**src/common/mem_stage_config.svh**
```systemverilog
`ifndef MEM_STAGE_CONFIG_SVH
`define MEM_STAGE_CONFIG_SVH

// ========================================
// Memory stage widths
// ========================================

// Data and address width
`define MEM_XLEN 32

// Width of each debug access counter
`define MEM_COUNT_WIDTH 32

`endif

```
**src/common/mem_stage_pkg.sv**
```systemverilog
`include "mem_stage_config.svh"

package mem_stage_pkg;

	// Access width of a load or store
	typedef enum logic [1:0] {
		MEM_BYTE = 2'd0,
		MEM_HALF = 2'd1,
		MEM_WORD = 2'd2
	} mem_width_e;

	// ========================================
	// Execute to memory
	// ========================================

	typedef struct packed {
		logic strobe;
		logic [`MEM_XLEN-1:0] pc;
		// Result for pass-through, store data for stores
		logic [`MEM_XLEN-1:0] rd;
		logic [4:0] inst_rd;
		logic mem_read;
		logic mem_write;
		logic mem_signed;
		mem_width_e mem_width;
		logic [`MEM_XLEN-1:0] mem_address;
	} exec_op_t;

	typedef struct packed {
		logic strobe;
		logic [`MEM_XLEN-1:0] pc;
		logic [`MEM_XLEN-1:0] rd;
		logic [4:0] inst_rd;
	} mem_result_t;

	// ========================================
	// Data bus
	// ========================================

	typedef struct packed {
		logic request;
		logic rw;
		logic [`MEM_XLEN-1:0] address;
		logic [`MEM_XLEN-1:0] wdata;
	} bus_req_t;

	typedef struct packed {
		logic ready;
		logic [`MEM_XLEN-1:0] rdata;
	} bus_rsp_t;

	// One bus word seen as bytes or as halves
	typedef union packed {
		logic [3:0][7:0] bytes;
		logic [1:0][15:0] halves;
	} mem_word_u;

endpackage

```
**src/mem_stage/access_counter.sv**
```systemverilog
`include "mem_stage_config.svh"

module access_counter (
	input logic i_clock,
	input logic i_rst,
	input logic i_load_done,
	input logic i_store_done,
	output logic [`MEM_COUNT_WIDTH-1:0] o_load_count,
	output logic [`MEM_COUNT_WIDTH-1:0] o_store_count
);

	// Debug counters wrap at full width
	always_ff @(posedge i_clock) begin
		if (i_rst) begin
			o_load_count <= '0;
			o_store_count <= '0;
		end else begin
			if (i_load_done) begin
				o_load_count <= o_load_count + 1'b1;
			end
			if (i_store_done) begin
				o_store_count <= o_store_count + 1'b1;
			end
		end
	end

endmodule

```
**src/mem_stage/load_align.sv**
```systemverilog
`include "mem_stage_config.svh"

module load_align (
	input mem_stage_pkg::mem_word_u i_word,
	input logic [1:0] i_byte_index,
	input mem_stage_pkg::mem_width_e i_width,
	input logic i_signed,
	output logic [`MEM_XLEN-1:0] o_value
);
	import mem_stage_pkg::*;

	logic [7:0] sel_byte;
	logic [15:0] sel_half;

	assign sel_byte = i_word.bytes[i_byte_index];
	// Halves are only at index 0 or 2
	assign sel_half = i_word.halves[i_byte_index[1]];

	always_comb begin
		unique case (i_width)
			MEM_BYTE: begin
				o_value = {{(`MEM_XLEN-8){i_signed & sel_byte[7]}}, sel_byte};
			end
			MEM_HALF: begin
				o_value = {{(`MEM_XLEN-16){i_signed & sel_half[15]}}, sel_half};
			end
			default: begin
				o_value = i_word;
			end
		endcase
	end

endmodule

```
**src/mem_stage/mem_stage_fsm.sv**
```systemverilog
`include "mem_stage_config.svh"

module mem_stage_fsm (
	input logic i_clock,
	input logic i_rst,
	input mem_stage_pkg::exec_op_t i_op,
	input mem_stage_pkg::bus_rsp_t i_bus,
	input logic [`MEM_XLEN-1:0] i_load_value,
	input logic [`MEM_XLEN-1:0] i_merged_word,
	output mem_stage_pkg::bus_req_t o_bus,
	output logic [`MEM_XLEN-1:0] o_read_word,
	output mem_stage_pkg::mem_result_t o_result,
	output logic o_busy,
	output logic o_load_done,
	output logic o_store_done
);
	import mem_stage_pkg::*;

	typedef enum logic [2:0] {
		ST_IDLE,
		ST_READ,
		ST_WRITE_WORD,
		ST_MERGE_READ,
		ST_MERGE_WRITE
	} state_e;

	state_e state;
	logic last_strobe;
	logic pending;
	logic is_word;
	logic pass_done;
	logic complete;

	logic bus_request;
	logic bus_rw;
	logic [`MEM_XLEN-1:0] bus_address;
	logic [`MEM_XLEN-1:0] bus_wdata;
	logic [`MEM_XLEN-1:0] rmw_word;

	logic result_strobe;
	logic [`MEM_XLEN-1:0] result_pc;
	logic [`MEM_XLEN-1:0] result_rd;
	logic [4:0] result_inst_rd;

	// ========================================
	// Operation decode
	// ========================================

	assign pending = i_op.strobe != last_strobe;
	assign is_word = i_op.mem_width == MEM_WORD;
	assign o_busy = pending && (i_op.mem_read || i_op.mem_write);

	// Completion happens at the edge that samples ready
	assign pass_done = (state == ST_IDLE) && pending && !i_op.mem_read && !i_op.mem_write;
	assign o_load_done = (state == ST_READ) && i_bus.ready;
	assign o_store_done = ((state == ST_WRITE_WORD) || (state == ST_MERGE_WRITE)) && i_bus.ready;
	assign complete = pass_done || o_load_done || o_store_done;

	// Live bus data for loads, captured word while merging
	assign o_read_word = (state == ST_MERGE_WRITE) ? rmw_word : i_bus.rdata;

	// ========================================
	// Control
	// ========================================

	always_ff @(posedge i_clock) begin
		if (i_rst) begin
			state <= ST_IDLE;
			last_strobe <= 1'b0;
			result_strobe <= 1'b0;
			bus_request <= 1'b0;
			bus_rw <= 1'b0;
		end else begin
			if (complete) begin
				result_strobe <= ~result_strobe;
				last_strobe <= i_op.strobe;
			end

			unique case (state)
				ST_IDLE: begin
					if (o_busy) begin
						bus_request <= 1'b1;
						if (i_op.mem_read) begin
							bus_rw <= 1'b0;
							state <= ST_READ;
						end else if (is_word) begin
							bus_rw <= 1'b1;
							state <= ST_WRITE_WORD;
						end else begin
							// Sub-word store reads the word first
							bus_rw <= 1'b0;
							state <= ST_MERGE_READ;
						end
					end
				end
				ST_READ, ST_WRITE_WORD: begin
					if (i_bus.ready) begin
						bus_request <= 1'b0;
						bus_rw <= 1'b0;
						state <= ST_IDLE;
					end
				end
				ST_MERGE_READ: begin
					if (i_bus.ready) begin
						bus_request <= 1'b0;
						state <= ST_MERGE_WRITE;
					end
				end
				ST_MERGE_WRITE: begin
					if (i_bus.ready) begin
						bus_request <= 1'b0;
						bus_rw <= 1'b0;
						state <= ST_IDLE;
					end else begin
						// Request stays low for the merge cycle
						bus_request <= 1'b1;
						bus_rw <= 1'b1;
					end
				end
				default: state <= ST_IDLE;
			endcase
		end
	end

	// ========================================
	// Bus and result data
	// ========================================

	always_ff @(posedge i_clock) begin
		if ((state == ST_IDLE) && o_busy) begin
			bus_address <= {i_op.mem_address[`MEM_XLEN-1:2], 2'b00};
			bus_wdata <= i_op.rd;
		end
		if ((state == ST_MERGE_READ) && i_bus.ready) begin
			rmw_word <= i_bus.rdata;
		end
		if (state == ST_MERGE_WRITE) begin
			bus_wdata <= i_merged_word;
		end
		if (complete) begin
			result_pc <= i_op.pc;
			result_rd <= (state == ST_READ) ? i_load_value : i_op.rd;
			result_inst_rd <= i_op.inst_rd;
		end
	end

	assign o_bus = '{
		request: bus_request,
		rw: bus_rw,
		address: bus_address,
		wdata: bus_wdata
	};

	assign o_result = '{
		strobe: result_strobe,
		pc: result_pc,
		rd: result_rd,
		inst_rd: result_inst_rd
	};

endmodule

```
**src/mem_stage/store_merge.sv**
```systemverilog
`include "mem_stage_config.svh"

module store_merge (
	input mem_stage_pkg::mem_word_u i_old_word,
	input logic [`MEM_XLEN-1:0] i_store_data,
	input logic [1:0] i_byte_index,
	input mem_stage_pkg::mem_width_e i_width,
	output logic [`MEM_XLEN-1:0] o_new_word
);
	import mem_stage_pkg::*;

	mem_word_u new_word;

	// Untouched bytes come from the old word
	always_comb begin
		new_word = i_old_word;
		unique case (i_width)
			MEM_BYTE: begin
				new_word.bytes[i_byte_index] = i_store_data[7:0];
			end
			MEM_HALF: begin
				new_word.halves[i_byte_index[1]] = i_store_data[15:0];
			end
			default: begin
				new_word = i_store_data;
			end
		endcase
	end

	assign o_new_word = new_word;

endmodule

```
**src/source/mem_stage.sv**
```systemverilog
`include "mem_stage_config.svh"

module mem_stage (
	input logic i_clock,
	input logic i_rst,
	input mem_stage_pkg::exec_op_t i_op,
	output logic o_busy,
	output mem_stage_pkg::mem_result_t o_result,
	output mem_stage_pkg::bus_req_t o_bus,
	input mem_stage_pkg::bus_rsp_t i_bus,
	output logic [`MEM_COUNT_WIDTH-1:0] o_load_count,
	output logic [`MEM_COUNT_WIDTH-1:0] o_store_count
);

	logic [`MEM_XLEN-1:0] read_word;
	logic [`MEM_XLEN-1:0] load_value;
	logic [`MEM_XLEN-1:0] merged_word;
	logic load_done;
	logic store_done;

	// ========================================
	// Sequencing
	// ========================================

	mem_stage_fsm fsm_i (
		.i_clock(i_clock),
		.i_rst(i_rst),
		.i_op(i_op),
		.i_bus(i_bus),
		.i_load_value(load_value),
		.i_merged_word(merged_word),
		.o_bus(o_bus),
		.o_read_word(read_word),
		.o_result(o_result),
		.o_busy(o_busy),
		.o_load_done(load_done),
		.o_store_done(store_done)
	);

	// ========================================
	// Data path
	// ========================================

	load_align load_align_i (
		.i_word(read_word),
		.i_byte_index(i_op.mem_address[1:0]),
		.i_width(i_op.mem_width),
		.i_signed(i_op.mem_signed),
		.o_value(load_value)
	);

	store_merge store_merge_i (
		.i_old_word(read_word),
		.i_store_data(i_op.rd),
		.i_byte_index(i_op.mem_address[1:0]),
		.i_width(i_op.mem_width),
		.o_new_word(merged_word)
	);

	// Debug counts
	access_counter access_counter_i (
		.i_clock(i_clock),
		.i_rst(i_rst),
		.i_load_done(load_done),
		.i_store_done(store_done),
		.o_load_count(o_load_count),
		.o_store_count(o_store_count)
	);

endmodule

```
**config.mk**
```make
export PLATFORM = sky130hd
export DESIGN_NAME = mem_stage
export DESIGN_NICKNAME = d
export VERILOG_FILES = /design/src/common/mem_stage_pkg.sv /design/src/mem_stage/access_counter.sv /design/src/mem_stage/load_align.sv /design/src/mem_stage/mem_stage_fsm.sv /design/src/mem_stage/store_merge.sv /design/src/source/mem_stage.sv
export VERILOG_INCLUDE_DIRS = /design/src /design/src/common
export SDC_FILE = /design/constraint.sdc
export NUM_CORES = 1
export LEC_CHECK = 0
export ABC_AREA = 1
export BUFFER_PORTS_ARGS = -buffer_cell sky130_fd_sc_hd__buf_2
export CORE_ASPECT_RATIO = 2
export CORE_MARGIN = 3
export CORE_UTILIZATION = 35
export DETAILED_ROUTE_END_ITERATION = 8
export SKIP_CTS_REPAIR_TIMING = 1
export SLEW_MARGIN = 20
export SYNTH_ARGS = -nofsm -noshare
export SYNTH_HDL_FRONTEND = slang
export SYNTH_HIERARCHICAL = 1
export SYNTH_SLANG_ARGS = --single-unit
```
**constraint.sdc**
```tcl
create_clock -name i_clock -period 4.8 [get_ports i_clock]
set_input_delay 0.96 -clock i_clock [delete_from_list [all_inputs] [get_ports i_clock]]
set_output_delay 0.96 -clock i_clock [all_outputs]
set_load 0.03 [all_outputs]
```
==> flow_metrics.env <==
export IMPL_run_status="completed"
export IMPL_power_clock_fraction_pct=35.4
export IMPL_grt_pass1_wl_um=65680
export IMPL_setup_worst_path_end="fsm_i/result_rd[16]$_DFFE_PP_"
export IMPL_post_drt_via_cell_ratio=4.990
export IMPL_finish_utilization_pct=43.46
export IMPL_timing_final_hold_violations=0
export IMPL_area_growth_synth_to_final_pct=21.47
export IMPL_pin_count=343
export IMPL_dr_total_vias=11483
export IMPL_cp_max_fo=50
export IMPL_max_buffers_root_to_sink=3
export IMPL_synth_compound_gate_area_share_pct=3.862
export IMPL_cts_inserted_buffers=23
export IMPL_tritoncts="done"
export IMPL_report_final_slew_viol_count=0
export IMPL_power_share_switching_pct=29.81
export IMPL_achievable_frequency_mhz=318.6
export IMPL_setup_slack_on_the_worst_flop_to_flop_path_ps=1660
export IMPL_fraction_of_final_layout_cells_with_drive_strength_greater_than_1_pct=28.32
export IMPL_drc=0
export IMPL_switching_power_w=0.001596
export IMPL_synth_ff_latch_count=234
export IMPL_yosysUniqueCellTypes=49
export IMPL_timing_critical_path_from="fsm_i/state[0]$_SDFFE_PP0P_"
export IMPL_layout_cells_most_common_list="nand2_1 (605), buf_2 (340), edfxtp_1 (163), nor2_1 (126), nand3_1 (116)"
export IMPL_antenna_left=0
export IMPL_clock_root_buffer="clkbuf_16"
export IMPL_detailedPlacementHpwl_um=34330
export IMPL_core_area_mm2=0.03532
export IMPL_worstMarginPinSlew_ps=990.5
export IMPL_whs_ps=462.6
export IMPL_num_rows=97
export IMPL_final_cycle_utilization_of_the_critical_path_pct=65.39
export IMPL_ir_worst_vdd_mv=0.2434
export IMPL_totalNegativeSetupSlack_ps=0
export IMPL_setup_ws_ps=1661
export IMPL_final_cells=2301
export IMPL_place_congestion=0.9349
export IMPL_count_of_endpoints_failing_setup_in_the_final_report=0
export IMPL_required_ps=5070
export IMPL_place_ws_ps=1680
export IMPL_synth_adder_area_share_pct=0.1980
export IMPL_nets=1982
export IMPL_portion_of_total_power_attributed_to_sequential_cells_pct=44.9
export IMPL_initial_antenna_violation_count=3
export IMPL_critical_path_reg2reg_startpoint="fsm_i/state[0]$_SDFFE_PP0P_"
export IMPL_globalRouteOverflowTotal=0
export IMPL_max_cap_violations=0
export IMPL_dieArea_mm2=0.03856
export IMPL_grt_total_usage_pct=22.02
export IMPL_detail_route_wl_per_cell_um=19.35
export IMPL_number_of_cells_on_the_worst_reg_to_reg_path=12
export IMPL_power_per_cell_area_mw_per_mm2=348.9
export IMPL_unrepaired_setup_endpoints_after_global_routing="false"
export IMPL_synth_enable_flop_cells=163
export IMPL_postSynth_asyncResetShare_pct=0
export IMPL_timing_critical_path_from_type="flip-flop"
export IMPL_post_synth_mux_area_share_pct=3.713
export IMPL_worst_hold_path_type="reg -> reg"
export IMPL_period_minus_slack_ps=3139
export IMPL_hold_path_depth=2
export IMPL_internal_power_w=0.003758
export IMPL_clock_h_tree_levels=1
export IMPL_pin_count_of_the_biggest_net_entering_global_routing=70
export IMPL_floorplan_die_width_um=140.4
export IMPL_clock_pin_slew_reported_for_the_worst_setup_and_hold_paths_after_clock_tree_synthesis_ps=60
export IMPL_worst_setup_path_end_kind="flip-flop"
export IMPL_detailedRoute_firstIterationViolations=740
export IMPL_synth_main_ff_cell="edfxtp_1"
export IMPL_worst_skew_late_latency_ps=530
export IMPL_cts_sinks=234
export IMPL_leading_cell_type_in_the_layout_fill_and_taps_excluded="nand2_1"
export IMPL_yosys_warnings=6
export IMPL_effective_utilization_at_floorplan_pct=35.78
export IMPL_power_leakage_nw=7.194
export IMPL_synth_seq_area_share_pct=49.99
export IMPL_drt_pass1_iter_count=5
export IMPL_placedCellCount=2257
export IMPL_post_synth_inst_count=1516
export IMPL_netlist_area_mm2=0.01264
export IMPL_critical_path_reg2reg_endpoint="fsm_i/result_rd[16]$_DFFE_PP_"
export IMPL_maxSlewHeadroom_pct=33.97
export IMPL_simple_gate_portion_of_the_synthesized_area_pct=34.21
export IMPL_critical_path_data_arrival_time_ps=3410
export IMPL_place_port_buffers=340
export IMPL_timing_clock_skew_ps=15.47
export IMPL_worst_setup_path_type="reg -> reg"
export IMPL_first_global_vias=11232
export IMPL_synth_xor_xnor_area_share_pct=0.6238
export IMPL_detailed_route_wire_length_um=44530
export IMPL_power_share_combinational_pct=19.8
export IMPL_die_h_um=274.7
export IMPL_post_synth_cell_area_avg_um2=8.335
export IMPL_synth_top_family_by_area="simple AND/OR/NAND/NOR gates"
==> synthesized netlist by cell type (7+ instances only) <==
master | count | area share [%]
a21boi_0 | 10 | 0.59
a21oi_1 | 37 | 1.5
buf_2 | 9 | 0.36
buf_4 | 24 | 1.4
buf_6 | 13 | 1.2
clkbuf_1 | 8 | 0.24
dfxtp_1 | 71 | 11
edfxtp_1 | 163 | 39
inv_1 | 111 | 3.3
inv_2 | 10 | 0.30
mux2_4 | 29 | 3.4
nand2_1 | 606 | 18
nand2_2 | 19 | 0.94
nand3_1 | 116 | 4.6
nand3_2 | 23 | 1.8
nand4_1 | 15 | 0.74
nor2_1 | 126 | 3.7
nor2_2 | 23 | 1.1
nor2_4 | 10 | 0.89
o211ai_1 | 7 | 0.42
o21ai_0 | 22 | 0.87
==> area by class of cell <==
class / instances / area (um^2)
clock inverters: 15 / 175.2
diodes: 2 / 5.005
clock buffers: 26 / 586.8
multi-input cells: 1102 / 5410
repair buffers: 354 / 1827
flip-flops and latches: 234 / 6316
inverters: 123 / 471.7
well taps: 445 / 556.8
fillers: 3558 / 19970
==> worst max-delay path, stage by stage (launching register included) <==
cell and delay, ps:
dfxtp_1 460, nor2_2 70, nand2_2 360, inv_2 510, nand2_1 170, nand2_1 160, nand2_2 110, nand2_1 60
nand2_1 100, nand2_2 70, nand2_4 350, nand3_1 130, mux2_4 290
==> registers in the layout (all words and copies together) (netlist names) <==
register,cells
access_counter_i/o_load_count,32
access_counter_i/o_store_count,32
fsm_i/bus_address,30
fsm_i/bus_request,1
fsm_i/bus_rw,1
fsm_i/bus_wdata,32
fsm_i/last_strobe,1
fsm_i/result_inst_rd,5
fsm_i/result_pc,32
fsm_i/result_rd,32
fsm_i/result_strobe,1
fsm_i/rmw_word,32
fsm_i/state,3
==> logic make-up after synthesis <==
kind of cell,after synthesis
mux,32
compound gates,85
simple gates,972
other cells,1
fa+ha+maj,2
xor+xnor,9
flops,234
buf+inv,181
==> layer usage <==
layer,routed length (um),up-vias,GRT usage (%)
li1,-,5548,-
met1,14800,5332,22.15
met2,23950,481,41.94
met3,2700,120,2.974
met4,3059,2,13.76
met5,13,-,0
==> worst min-delay path by stage <==
| stage | slack [ps] | startpoint | end |
|---|---|---|---|
| detailed placement | 460 | fsm_i/bus_request$_SDFFE_PP0P_ | fsm_i/bus_request$_SDFFE_PP0P_ |
| global route | 480 | fsm_i/bus_request$_SDFFE_PP0P_ | fsm_i/bus_request$_SDFFE_PP0P_ |
| global placement | 460 | fsm_i/bus_request$_SDFFE_PP0P_ | fsm_i/bus_request$_SDFFE_PP0P_ |
| floorplan | 440 | fsm_i/bus_request$_SDFFE_PP0P_ | fsm_i/bus_request$_SDFFE_PP0P_ |
| finish | 460 | fsm_i/bus_request$_SDFFE_PP0P_ | fsm_i/bus_request$_SDFFE_PP0P_ |
| CTS | 470 | fsm_i/bus_request$_SDFFE_PP0P_ | fsm_i/bus_request$_SDFFE_PP0P_ |
==> power groups by stage <==
stage / sequential [W] / clock (W) / combinational [W]
final: 0.00240 / 0.00189 / 0.00106
after global routing: 0.00242 / 0.00202 / 0.00113
after CTS: 0.00241 / 0.00195 / 0.00105
after detailed placement: 0.00245 / 0 / 0.00105
after global placement: 0.00245 / 0 / 0.00104
after floorplan: 0.00272 / 0 / 0.000433
==> stage by stage <==
stage          total power, W  instance area (um^2)
2_1_floorplan        0.003153                 12640
6_report             0.005355                 15350
4_1_cts              0.005413                 15320
5_1_grt              0.005566                 15350
3_5_place_dp         0.003502                 14550
3_3_place_gp         0.003488                 14550
Note: power is estimated with default switching activity, not from simulation.
